[config.mk]
export PLATFORM = sky130hd
export DESIGN_NAME = cpuCore
export DESIGN_NICKNAME = d
export VERILOG_FILES = /design/src/cpuPkg.sv /design/src/fetchUnit.sv /design/src/registerFile.sv /design/src/decodeStage.sv /design/src/executeStage.sv /design/src/writebackStage.sv /design/src/cpuCore.sv
export SDC_FILE = /design/constraint.sdc
export NUM_CORES = 2
export LEC_CHECK = 0
export CAP_MARGIN = 20
export CORE_UTILIZATION = 45
export CTS_BUF_LIST = sky130_fd_sc_hd__clkbuf_8
export CTS_CLUSTER_DIAMETER = 50
export DETAILED_ROUTE_END_ITERATION = 10
export DONT_BUFFER_PORTS = 1
export HOLD_SLACK_MARGIN = 0.06
export PLACE_DENSITY = 0.57
export SLEW_MARGIN = 25
export SYNTH_ARGS = -nofsm -noshare
export SYNTH_HDL_FRONTEND = slang
export SYNTH_HIERARCHICAL = 1
export SYNTH_SLANG_ARGS = --single-unit
[constraint.sdc]
create_clock -name clk -period 10.2 [get_ports clk]
set_input_delay 0 -clock clk [delete_from_list [all_inputs] [get_ports clk]]
set_output_delay 0 -clock clk [all_outputs]
set_load 0.02 [all_outputs]
[src/cpuPkg.sv]
package cpuPkg;

    typedef logic [31:0] wordT;
    typedef logic [4:0] regAddrT;
    typedef logic [5:0] opcodeT;

    // Primary opcodes
    localparam opcodeT opSpecial = 6'h00;
    localparam opcodeT opJ = 6'h02;
    localparam opcodeT opJal = 6'h03;
    localparam opcodeT opBeq = 6'h04;
    localparam opcodeT opBne = 6'h05;
    localparam opcodeT opAddiu = 6'h09;
    localparam opcodeT opOri = 6'h0d;
    localparam opcodeT opLui = 6'h0f;
    localparam opcodeT opLw = 6'h23;
    localparam opcodeT opSw = 6'h2b;

    // Function codes of R-type instructions
    localparam opcodeT fnJr = 6'h08;
    localparam opcodeT fnAddu = 6'h21;
    localparam opcodeT fnSubu = 6'h23;
    localparam opcodeT fnAnd = 6'h24;
    localparam opcodeT fnOr = 6'h25;
    localparam opcodeT fnSlt = 6'h2a;

    localparam wordT resetPc = 32'h0000_0000;
    localparam wordT linkOffset = 32'd8;

    typedef enum logic [2:0] {aluNone, aluAdd, aluSub, aluAnd, aluOr, aluSlt, aluLui} aluOpT;
    typedef enum logic [1:0] {wbNone, wbAlu, wbLink, wbLoad} wbSourceT;
    typedef enum logic [2:0] {brNone, brEqual, brNotEqual, brJumpImm, brJumpReg} branchKindT;

    typedef struct packed {
        regAddrT src1;
        regAddrT src2;
        regAddrT dest;
        aluOpT aluOp;
        logic useImm;
        wordT imm;
        branchKindT branch;
        logic isLoad;
        logic isStore;
        wbSourceT wbSource;
    } decodedCtrlT;

    typedef struct packed {
        logic valid;
        wordT instr;
        wordT pc;
    } fetchPacketT;

    typedef struct packed {
        logic valid;
        wordT pc;
        regAddrT dest;
        logic isLoad;
        logic isStore;
        wbSourceT wbSource;
        wordT result;
        wordT storeData;
        wordT memAddr;
    } execPacketT;

    // Destination zero means nothing to forward
    typedef struct packed {
        logic ready;
        regAddrT dest;
        wordT value;
    } forwardSourceT;

    typedef struct packed {
        logic valid;
        wordT pc;
        regAddrT dest;
        wordT value;
    } wbPacketT;

endpackage

[src/fetchUnit.sv]
`timescale 1ns/1ps

module fetchUnit (
    input logic clk,
    input logic reset,
    input logic hold,
    input logic redirectValid,
    input cpuPkg::wordT redirectPc,
    input cpuPkg::wordT instRdata,
    input logic instValid,
    output cpuPkg::wordT instAddr,
    output logic instReadEn,
    output cpuPkg::fetchPacketT fetched
);

    cpuPkg::wordT pc;
    cpuPkg::wordT pendingPc;
    logic pendingValid;
    logic running;
    logic accept;
    cpuPkg::fetchPacketT heldWord;

    // No new request while a word waits for decode
    assign instAddr = pc;
    assign instReadEn = running && !heldWord.valid;
    assign accept = instReadEn && instValid;

    always_comb begin
        if (heldWord.valid) begin
            fetched = heldWord;
        end else begin
            fetched.valid = accept;
            fetched.instr = instRdata;
            fetched.pc = pc;
        end
    end

    always_ff @(posedge clk) begin
        if (reset) begin
            running <= 1'b0;
            pendingValid <= 1'b0;
            heldWord.valid <= 1'b0;
            pc <= cpuPkg::resetPc;
        end else begin
            running <= 1'b1;
            if (accept && hold) begin
                heldWord.valid <= 1'b1;
                heldWord.instr <= instRdata;
                heldWord.pc <= pc;
            end else if (!hold) begin
                heldWord.valid <= 1'b0;
            end
            if (accept) begin
                if (redirectValid) begin
                    pc <= redirectPc;
                end else if (pendingValid) begin
                    pc <= pendingPc;
                    pendingValid <= 1'b0;
                end else begin
                    pc <= pc + 32'd4;
                end
            end else if (redirectValid) begin
                // Delay slot already here, otherwise wait for it to land
                if (heldWord.valid) begin
                    pc <= redirectPc;
                end else begin
                    pendingValid <= 1'b1;
                    pendingPc <= redirectPc;
                end
            end
        end
    end

endmodule

[src/registerFile.sv]
`timescale 1ns/1ps

module registerFile (
    input logic clk,
    input logic reset,
    input cpuPkg::regAddrT readAddr1,
    input cpuPkg::regAddrT readAddr2,
    input cpuPkg::regAddrT writeAddr,
    input cpuPkg::wordT writeData,
    output cpuPkg::wordT readData1,
    output cpuPkg::wordT readData2
);

    cpuPkg::wordT regs [1:31];

    // Address zero doubles as no write
    always_ff @(posedge clk) begin
        if (reset) begin
            for (int i = 1; i < 32; i++) begin
                regs[i] <= '0;
            end
        end else if (writeAddr != '0) begin
            regs[writeAddr] <= writeData;
        end
    end

    assign readData1 = (readAddr1 == '0) ? '0 : regs[readAddr1];
    assign readData2 = (readAddr2 == '0) ? '0 : regs[readAddr2];

endmodule

[src/decodeStage.sv]
`timescale 1ns/1ps

module decodeStage (
    input logic clk,
    input logic reset,
    input cpuPkg::fetchPacketT fetched,
    input logic hold,
    input cpuPkg::wordT readData1,
    input cpuPkg::wordT readData2,
    input cpuPkg::forwardSourceT fwdExec,
    input cpuPkg::forwardSourceT fwdWb,
    output cpuPkg::regAddrT readAddr1,
    output cpuPkg::regAddrT readAddr2,
    output logic redirectValid,
    output cpuPkg::wordT redirectPc,
    output logic fetchHold,
    output cpuPkg::execPacketT issued
);

    cpuPkg::fetchPacketT current;
    cpuPkg::decodedCtrlT ctrl;
    cpuPkg::forwardSourceT operand1;
    cpuPkg::forwardSourceT operand2;
    cpuPkg::opcodeT opcode;
    cpuPkg::opcodeT funct;
    cpuPkg::regAddrT rs;
    cpuPkg::regAddrT rt;
    cpuPkg::regAddrT rd;
    cpuPkg::wordT immSigned;
    cpuPkg::wordT immZero;
    cpuPkg::wordT aluB;
    cpuPkg::wordT aluOut;
    cpuPkg::wordT pcPlus4;
    logic operandStall;
    logic taken;

    // Newest producer first; a match that is not ready stalls
    function automatic cpuPkg::forwardSourceT pickOperand(
        input cpuPkg::regAddrT src,
        input cpuPkg::wordT rfValue,
        input cpuPkg::forwardSourceT ex,
        input cpuPkg::forwardSourceT wb
    );
        cpuPkg::forwardSourceT pick;
        pick.dest = src;
        if (src != '0 && src == ex.dest) begin
            pick.ready = ex.ready;
            pick.value = ex.value;
        end else if (src != '0 && src == wb.dest) begin
            pick.ready = wb.ready;
            pick.value = wb.value;
        end else begin
            pick.ready = 1'b1;
            pick.value = rfValue;
        end
        return pick;
    endfunction

    always_ff @(posedge clk) begin
        if (reset) begin
            current.valid <= 1'b0;
        end else if (!fetchHold) begin
            current <= fetched;
        end
    end

    assign opcode = current.instr[31:26];
    assign funct = current.instr[5:0];
    assign rs = current.instr[25:21];
    assign rt = current.instr[20:16];
    assign rd = current.instr[15:11];
    assign immSigned = {{16{current.instr[15]}}, current.instr[15:0]};
    assign immZero = {16'h0000, current.instr[15:0]};

    // Unused source fields stay zero so they never stall
    always_comb begin
        ctrl = '0;
        case (opcode)
            cpuPkg::opSpecial: begin
                ctrl.src1 = rs;
                ctrl.src2 = rt;
                ctrl.dest = rd;
                ctrl.wbSource = cpuPkg::wbAlu;
                case (funct)
                    cpuPkg::fnAddu: ctrl.aluOp = cpuPkg::aluAdd;
                    cpuPkg::fnSubu: ctrl.aluOp = cpuPkg::aluSub;
                    cpuPkg::fnAnd: ctrl.aluOp = cpuPkg::aluAnd;
                    cpuPkg::fnOr: ctrl.aluOp = cpuPkg::aluOr;
                    cpuPkg::fnSlt: ctrl.aluOp = cpuPkg::aluSlt;
                    cpuPkg::fnJr: begin
                        ctrl.src2 = '0;
                        ctrl.dest = '0;
                        ctrl.wbSource = cpuPkg::wbNone;
                        ctrl.branch = cpuPkg::brJumpReg;
                    end
                    default: ctrl = '0;
                endcase
            end
            cpuPkg::opAddiu, cpuPkg::opOri, cpuPkg::opLui, cpuPkg::opLw: begin
                ctrl.src1 = (opcode == cpuPkg::opLui) ? '0 : rs;
                ctrl.dest = rt;
                ctrl.useImm = 1'b1;
                ctrl.imm = (opcode == cpuPkg::opOri || opcode == cpuPkg::opLui) ? immZero
                                                                               : immSigned;
                ctrl.aluOp = (opcode == cpuPkg::opOri) ? cpuPkg::aluOr
                           : (opcode == cpuPkg::opLui) ? cpuPkg::aluLui : cpuPkg::aluAdd;
                ctrl.isLoad = (opcode == cpuPkg::opLw);
                ctrl.wbSource = (opcode == cpuPkg::opLw) ? cpuPkg::wbLoad : cpuPkg::wbAlu;
            end
            cpuPkg::opSw: begin
                ctrl.src1 = rs;
                ctrl.src2 = rt;
                ctrl.useImm = 1'b1;
                ctrl.imm = immSigned;
                ctrl.aluOp = cpuPkg::aluAdd;
                ctrl.isStore = 1'b1;
            end
            cpuPkg::opBeq, cpuPkg::opBne: begin
                ctrl.src1 = rs;
                ctrl.src2 = rt;
                ctrl.imm = immSigned;
                ctrl.branch = (opcode == cpuPkg::opBeq) ? cpuPkg::brEqual : cpuPkg::brNotEqual;
            end
            cpuPkg::opJ, cpuPkg::opJal: begin
                ctrl.imm = {6'b000000, current.instr[25:0]};
                ctrl.branch = cpuPkg::brJumpImm;
                if (opcode == cpuPkg::opJal) begin
                    ctrl.dest = 5'd31;
                    ctrl.wbSource = cpuPkg::wbLink;
                end
            end
            default: ctrl = '0;
        endcase
    end

    assign readAddr1 = ctrl.src1;
    assign readAddr2 = ctrl.src2;
    assign operand1 = pickOperand(ctrl.src1, readData1, fwdExec, fwdWb);
    assign operand2 = pickOperand(ctrl.src2, readData2, fwdExec, fwdWb);
    assign operandStall = current.valid && !(operand1.ready && operand2.ready);
    assign fetchHold = hold || operandStall;

    assign aluB = ctrl.useImm ? ctrl.imm : operand2.value;

    always_comb begin
        case (ctrl.aluOp)
            cpuPkg::aluAdd: aluOut = operand1.value + aluB;
            cpuPkg::aluSub: aluOut = operand1.value - aluB;
            cpuPkg::aluAnd: aluOut = operand1.value & aluB;
            cpuPkg::aluOr: aluOut = operand1.value | aluB;
            cpuPkg::aluSlt: aluOut = {31'b0, $signed(operand1.value) < $signed(aluB)};
            cpuPkg::aluLui: aluOut = {aluB[15:0], 16'h0000};
            default: aluOut = '0;
        endcase
    end

    assign pcPlus4 = current.pc + 32'd4;

    always_comb begin
        taken = 1'b0;
        redirectPc = pcPlus4;
        case (ctrl.branch)
            cpuPkg::brEqual, cpuPkg::brNotEqual: begin
                taken = (operand1.value == operand2.value) == (ctrl.branch == cpuPkg::brEqual);
                redirectPc = pcPlus4 + {ctrl.imm[29:0], 2'b00};
            end
            cpuPkg::brJumpImm: begin
                taken = 1'b1;
                redirectPc = {pcPlus4[31:28], ctrl.imm[25:0], 2'b00};
            end
            cpuPkg::brJumpReg: begin
                taken = 1'b1;
                redirectPc = operand1.value;
            end
            default: taken = 1'b0;
        endcase
    end

    assign redirectValid = current.valid && taken && !fetchHold;

    always_comb begin
        issued.valid = current.valid && !operandStall;
        issued.pc = current.pc;
        issued.dest = ctrl.dest;
        issued.isLoad = ctrl.isLoad;
        issued.isStore = ctrl.isStore;
        issued.wbSource = ctrl.wbSource;
        issued.result = (ctrl.wbSource == cpuPkg::wbLink) ? current.pc + cpuPkg::linkOffset
                                                          : aluOut;
        issued.storeData = operand2.value;
        issued.memAddr = aluOut;
    end

endmodule

[src/executeStage.sv]
`timescale 1ns/1ps

module executeStage (
    input logic clk,
    input logic reset,
    input cpuPkg::execPacketT issued,
    input cpuPkg::wordT dataRdata,
    input logic dataValid,
    output cpuPkg::wordT dataAddr,
    output logic dataRead,
    output logic dataWrite,
    output cpuPkg::wordT dataWdata,
    output logic hold,
    output cpuPkg::forwardSourceT fwdExec,
    output cpuPkg::wbPacketT result
);

    cpuPkg::execPacketT current;

    always_ff @(posedge clk) begin
        if (reset) begin
            current.valid <= 1'b0;
        end else if (!hold) begin
            current <= issued;
        end
    end

    // Request stays up until the memory answers
    assign dataRead = current.valid && current.isLoad;
    assign dataWrite = current.valid && current.isStore;
    assign dataAddr = current.memAddr;
    assign dataWdata = current.storeData;
    assign hold = (dataRead || dataWrite) && !dataValid;

    // Loads are announced but never ready here
    always_comb begin
        fwdExec.ready = current.valid
                      && (current.wbSource == cpuPkg::wbAlu || current.wbSource == cpuPkg::wbLink);
        if (current.valid && current.wbSource != cpuPkg::wbNone) begin
            fwdExec.dest = current.dest;
        end else begin
            fwdExec.dest = '0;
        end
        fwdExec.value = current.result;
    end

    always_comb begin
        result.valid = current.valid && !hold;
        result.pc = current.pc;
        result.dest = (current.wbSource != cpuPkg::wbNone) ? current.dest : '0;
        result.value = current.isLoad ? dataRdata : current.result;
    end

endmodule

[src/writebackStage.sv]
`timescale 1ns/1ps

module writebackStage (
    input logic clk,
    input logic reset,
    input cpuPkg::wbPacketT result,
    output cpuPkg::regAddrT writeAddr,
    output cpuPkg::wordT writeData,
    output cpuPkg::forwardSourceT fwdWb,
    output cpuPkg::wordT wbPc,
    output logic [3:0] wbWen,
    output cpuPkg::regAddrT wbNum,
    output cpuPkg::wordT wbData
);

    cpuPkg::wbPacketT current;
    logic writes;

    always_ff @(posedge clk) begin
        if (reset) begin
            current.valid <= 1'b0;
        end else begin
            current <= result;
        end
    end

    assign writes = current.valid && current.dest != '0;
    assign writeAddr = writes ? current.dest : '0;
    assign writeData = current.value;

    always_comb begin
        fwdWb.ready = writes;
        fwdWb.dest = writeAddr;
        fwdWb.value = current.value;
    end

    // Trace of every retired instruction
    assign wbPc = current.pc;
    assign wbWen = {4{writes}};
    assign wbNum = writeAddr;
    assign wbData = current.value;

endmodule

[src/cpuCore.sv]
`timescale 1ns/1ps

module cpuCore (
    input logic clk,
    input logic reset,
    output cpuPkg::wordT instAddr,
    output logic instReadEn,
    input cpuPkg::wordT instRdata,
    input logic instValid,
    output cpuPkg::wordT dataAddr,
    output logic dataRead,
    output logic dataWrite,
    output cpuPkg::wordT dataWdata,
    input cpuPkg::wordT dataRdata,
    input logic dataValid,
    output cpuPkg::wordT wbPc,
    output logic [3:0] wbWen,
    output cpuPkg::regAddrT wbNum,
    output cpuPkg::wordT wbData
);

    cpuPkg::fetchPacketT fetched;
    cpuPkg::execPacketT issued;
    cpuPkg::wbPacketT result;
    cpuPkg::forwardSourceT fwdExec;
    cpuPkg::forwardSourceT fwdWb;
    cpuPkg::regAddrT readAddr1;
    cpuPkg::regAddrT readAddr2;
    cpuPkg::wordT readData1;
    cpuPkg::wordT readData2;
    cpuPkg::regAddrT writeAddr;
    cpuPkg::wordT writeData;
    cpuPkg::wordT redirectPc;
    logic redirectValid;
    logic hold;
    // Execute hold combined with the operand stall of decode
    logic fetchHold;

    fetchUnit fetch (
        .clk(clk),
        .reset(reset),
        .hold(fetchHold),
        .redirectValid(redirectValid),
        .redirectPc(redirectPc),
        .instRdata(instRdata),
        .instValid(instValid),
        .instAddr(instAddr),
        .instReadEn(instReadEn),
        .fetched(fetched)
    );

    decodeStage decode (
        .clk(clk),
        .reset(reset),
        .fetched(fetched),
        .hold(hold),
        .readData1(readData1),
        .readData2(readData2),
        .fwdExec(fwdExec),
        .fwdWb(fwdWb),
        .readAddr1(readAddr1),
        .readAddr2(readAddr2),
        .redirectValid(redirectValid),
        .redirectPc(redirectPc),
        .fetchHold(fetchHold),
        .issued(issued)
    );

    registerFile regs (
        .clk(clk),
        .reset(reset),
        .readAddr1(readAddr1),
        .readAddr2(readAddr2),
        .writeAddr(writeAddr),
        .writeData(writeData),
        .readData1(readData1),
        .readData2(readData2)
    );

    executeStage execute (
        .clk(clk),
        .reset(reset),
        .issued(issued),
        .dataRdata(dataRdata),
        .dataValid(dataValid),
        .dataAddr(dataAddr),
        .dataRead(dataRead),
        .dataWrite(dataWrite),
        .dataWdata(dataWdata),
        .hold(hold),
        .fwdExec(fwdExec),
        .result(result)
    );

    writebackStage writeback (
        .clk(clk),
        .reset(reset),
        .result(result),
        .writeAddr(writeAddr),
        .writeData(writeData),
        .fwdWb(fwdWb),
        .wbPc(wbPc),
        .wbWen(wbWen),
        .wbNum(wbNum),
        .wbData(wbData)
    );

endmodule

==> reports/results.txt <==
The quantity of I/O buffers inserted on ports is 0, and the worst reg-to-reg setup slack is 0.25 ns. The overall track demand over capacity in global routing was 0.3296; the mean number of vias per cell was 6.481. After detailed routing, the average wire length per cell comes to 34.79 µm. The pin slew with the least headroom to its limit was 1.141 ns; the area of the die was 186,100 µm². The area fraction in compound gates after synthesis is 0.08690, and the area share of the largest cell type after synthesis is 0.5031. In this run the number of H-tree levels came out at 5.

The fraction of the mapped netlist area in adder cells came out at 0.02259. The flow ran to the end, and the final reports show no timing, DRC or antenna violations. Before CTS, the worst setup slack after placement is 0.6153 ns. The mapped cell area is 82,960 µm². Portion of the post-synthesis area used by sequential elements: 0.5123. The main combinational cell family by area after synthesis is multiplexers. The tightest min-delay check is of the input pin to flip-flop type. STA classifies the critical path startpoint as a flip-flop. Final instance count without filler cells: 8,979.

The cell class contributing the biggest share of worst-path delay was simple AND/OR/NAND/NOR gates. The logs give 0.4713 for the global-route track usage on met1 and 312,400 µm for the aggregate routed wire length. The most congested layer reported by global routing is met2. In the post-route analysis, the smallest setup slack over all paths is 0.2484 ns. The via count of the first global-routing pass is 56,007. The clock reaches the later pin of the worst-skew pair after 1.03 ns. Clock-pin slew was measured on the worst setup and hold paths at 0.06 ns.

Counting every instance in the synthesized netlist gives 6,421. Max-cap violations in this run came to 0. For the placed cell count, the log shows 8,369. Following the worst setup path forward leads to its endpoint at fetch/instAddr[27]. The routed layout has 58,194 vias. Global-route congestion overflow total: 0. The HPWL after detailed placement is 209,500 µm. Setup repair after global routing left no endpoint under its margin. Kind of capture point of the worst setup path: a flip-flop.

For the initial cell density of the core, the log shows 0.4531. The worst register-to-register path ends at fetch/instAddr[27]. In this run the clock root is driven by a sky130_fd_sc_hd__clkbuf_8. Worst-case headroom to the max-slew limit: 0.2335. I/O pin count: 240. The number of hold-slack violations in the final timing report was 0; the count of nets left with antenna violations after detail routing was 0. The post-route clock period utilization was 0.9756.

Walking the worst path, the cells encountered are or4_4 -> or4_4 -> o22ai_2 -> and2_4 -> buf_12 -> buf_4 -> mux4_2 -> mux4_2 -> o22ai_1 -> nor3_1 -> o21ai_0 -> a31oi_1 -> inv_1 -> o21ai_1 -> or3_1 -> nor4_2 -> mux2i_1 -> nand2_1 -> nor4bb_4 -> dlygate4sd3_1 -> o21ai_0 -> a2111oi_1. From synthesis to final layout, the design area changed by 9.026%. sky130_fd_sc_hd__edfxtp_1 takes more of the synthesized area than any other cell. The share of synthesized cell area in and, or, nand and nor gates was 0.1348; the end-of-flow core utilization was 0.4940. The share of synthesized flip-flops with an asynchronous set or reset works out to 0. The buffers plus inverters on the worst setup path is 4.

After routing, the total negative slack on setup checks comes to 0 ns. Total number of placement rows: 157. The startpoint identified for the worst register-to-register timing path is decode/current[61]. On the worst path, the slowest cell contributes a delay of 0.85 ns.

The met2 usage was 0.4837; the met3 track demand over resource was 0.07617. Counting buffers and inverters, the worst setup path is 22 cells deep. Count of pins over their slew limit: 0. Routability-driven placement finished with a final weighted congestion of 0.9831. TritonCTS built the clock tree. For the endpoint arrival time on the critical path, the log shows 10.87 ns.

By instance count, the leading cell after synthesis is sky130_fd_sc_hd__edfxtp_1. The synthesized netlist contains 105 unique library cells. Design area: 90,450 µm². The run gives 0 as the final number of setup-violating endpoints.

Entering global routing, the biggest net connects 78 pins. The layout has 15,991 filler cells. Ranked by instance count, the synthesized netlist is headed by sky130_fd_sc_hd__edfxtp_1, sky130_fd_sc_hd__and2_1, sky130_fd_sc_hd__mux4_2.

The critical path startpoint is decode/current[61]. Summing all flip-flop and latch instances after layout gives 42,500 µm². The maximum VDD drop was 107.3 µV.

The overall die height is 431.4 µm. The multi-input gate area in the final layout is 35,570 µm². The count of flip-flops with a built-in enable after synthesis is 1,390, and the total CTS buffers is 277. The initial detailed-routing violation count was 8,140. In this run, synthesis produced a sequential element count of 1,428.

The region available for standard cell placement spans 183,100 µm². The run gives 433,900 µm as the global-route wire length before repair. The number of clock sinks seen by CTS was 1,428. The required time at the endpoint of the critical path was 11.12 ns.

After detailed routing, the number of remaining DRC violations is 0. Once placement finished, the instance area stood at 84,050 µm². In the post-synthesis netlist, the biggest area contributors are sky130_fd_sc_hd__edfxtp_1, sky130_fd_sc_hd__mux4_2, sky130_fd_sc_hd__and2_1, sky130_fd_sc_hd__buf_4, sky130_fd_sc_hd__ha_1. Xor and xnor fraction of the mapped netlist area: 0.01309.

The power per unit of standard cell area works out to 155.4 nW/µm². From left edge to right edge, the die measures 431.4 µm. In this run the worst path has a maximum fanout of 39. Measured in cells, the most critical reg-to-reg path has a length of 22. The worst path needs 9.952 ns of the cycle, external delays included.

In this run the post-CTS setup repair buffer count came out at 0. The largest individual stage delay along the critical path comes from the cell sky130_fd_sc_hd__dlygate4sd3_1. The most used flip-flop cell after synthesis is sky130_fd_sc_hd__edfxtp_1.

The fraction of final layout cells with drive strength greater than 1 works out to 0.2141. Summed over all cells, the static leakage comes to 32.11 nW. The multiplexer share of the synthesized area is 0.1667. Each instance of the synthesized netlist takes up on average 12.92 µm². The final layout contains 6,541 nets. The clock passes through at most 4 buffers.

The run gives 6 as the Yosys warning count. Between clock sinks in the finished design, the worst skew comes to 0.09316 ns. The maximum clock rate was 100.5 MHz; the initial antenna violation count was 36. The first-pass detailed-route iteration total came out at 6. The worst setup path is of the flip-flop to flip-flop kind.
placed cells by master, fill, tap and decap left out, types with 37 or more instances in the layout:
| cell | Yosys | routed |
|---|---|---|
| sky130_fd_sc_hd__and2_1 | 1046 | 1037 |
| sky130_fd_sc_hd__nand3_1 | 91 | 91 |
| sky130_fd_sc_hd__a21o_1 | 72 | 72 |
| sky130_fd_sc_hd__dlygate4sd3_1 | 0 | 138 |
| sky130_fd_sc_hd__buf_4 | 337 | 284 |
| sky130_fd_sc_hd__ha_1 | 145 | 145 |
| sky130_fd_sc_hd__mux2i_1 | 177 | 177 |
| sky130_fd_sc_hd__nor3_1 | 120 | 119 |
| sky130_fd_sc_hd__mux4_2 | 461 | 461 |
| sky130_fd_sc_hd__clkbuf_8 | 8 | 287 |
| sky130_fd_sc_hd__xor2_1 | 49 | 49 |
| sky130_fd_sc_hd__clkinv_1 | 1 | 40 |
| sky130_fd_sc_hd__a22o_1 | 59 | 59 |
| sky130_fd_sc_hd__inv_1 | 126 | 200 |
| sky130_fd_sc_hd__o22ai_1 | 136 | 136 |
| sky130_fd_sc_hd__dfxtp_1 | 38 | 37 |
| sky130_fd_sc_hd__xnor2_1 | 75 | 72 |
| sky130_fd_sc_hd__o21ai_0 | 117 | 117 |
| sky130_fd_sc_hd__or2_2 | 43 | 42 |
| sky130_fd_sc_hd__a31oi_1 | 38 | 38 |
| sky130_fd_sc_hd__a2111oi_0 | 41 | 38 |
| sky130_fd_sc_hd__a21oi_1 | 129 | 129 |
| sky130_fd_sc_hd__a221o_1 | 38 | 38 |
| sky130_fd_sc_hd__nor2_1 | 228 | 193 |
| sky130_fd_sc_hd__edfxtp_1 | 1390 | 1390 |
| sky130_fd_sc_hd__nand2_1 | 206 | 206 |
| sky130_fd_sc_hd__mux2_2 | 110 | 110 |
worst min path at each step:
stage                  from                 end  slack, ns  cells after the start
3_5_place_dp          reset  fetch/instAddr[18]       0.09                      1
6_report              reset     regs/regs[9][4]       0.16                      5
4_1_cts        instRdata[4]  fetch/heldWord[36]       0.09                      2
3_3_place_gp          reset  decode/current[64]       0.09                      1
2_1_floorplan         reset  decode/current[64]       0.07                      1
5_1_grt        instRdata[5]  fetch/heldWord[37]       0.13                      2
area by class of cell:
cell class              count  area share
multi-input cells        4049      0.3933
flip-flops and latches   1428      0.4699
clock buffers             287     0.04367
well taps                2464     0.03408
inverters                 130    0.005409
repair buffers            439     0.04259
diodes                     23   0.0006363
clock inverters           159     0.01037
metal layers:
| layer | part of all wire | vias up |
|---|---|---|
| met4 | 0.042 | 16 |
| met5 | 0.0012 | - |
| li1 | - | 23857 |
| met3 | 0.11 | 642 |
| met1 | 0.41 | 29977 |
| met2 | 0.44 | 3702 |
report_power, final:
part           leakage [nW]  internal, mW  switching [mW]
Combinational          14.9         0.613            1.15
Clock                  2.78          2.84            2.51
Sequential             14.4          6.70           0.248
Total                  32.1          10.1            3.91
through the flow:
step / hold slack [ns] / power, mW
6_report: 0.1581 / 14.06
5_1_grt: 0.1317 / 14.44
4_1_cts: 0.08809 / 14.07
3_5_place_dp: 0.08702 / 8.693
3_3_place_gp: 0.09463 / 8.684
2_1_floorplan: 0.06907 / 8.074
timing repair:
action / in CTS / in global routing
hold buffers: 140 / 0
hold endpoints to repair: 1262 / 0
resized for setup: 0 / 0
state kept, by name (all words and copies together), names as in the netlist, 6 cells and up:
name / cells
decode/current: 33
decode/issued: 32
execute/current: 10
execute/dataAddr: 32
execute/dataWdata: 32
execute/fwdExec: 32
execute/result: 32
fetch/heldWord: 65
fetch/instAddr: 32
fetch/pendingPc: 32
regs/regs: 1024
writeback/current: 6
writeback/wbData: 32
writeback/wbPc: 32
worst min-delay path, delay by kind of cell:
| kind | cells | cell delay [ns] |
|---|---|---|
| buffers and inverters | 1 | 0.26 |
| and+or+nand+nor | 4 | 0.73 |
cell families (layout without fill, tap and decap cells):
kind of cell | Yosys count | after routing
buf+inv | 975 | 1015
other cells | 1 | 55
simple gates | 1969 | 1969
fa+ha+maj | 148 | 148
xor+xnor | 124 | 124
compound gates | 999 | 999
flops | 1428 | 1428
mux | 777 | 777
No activity file was read; power rests on OpenSTA's default activity.
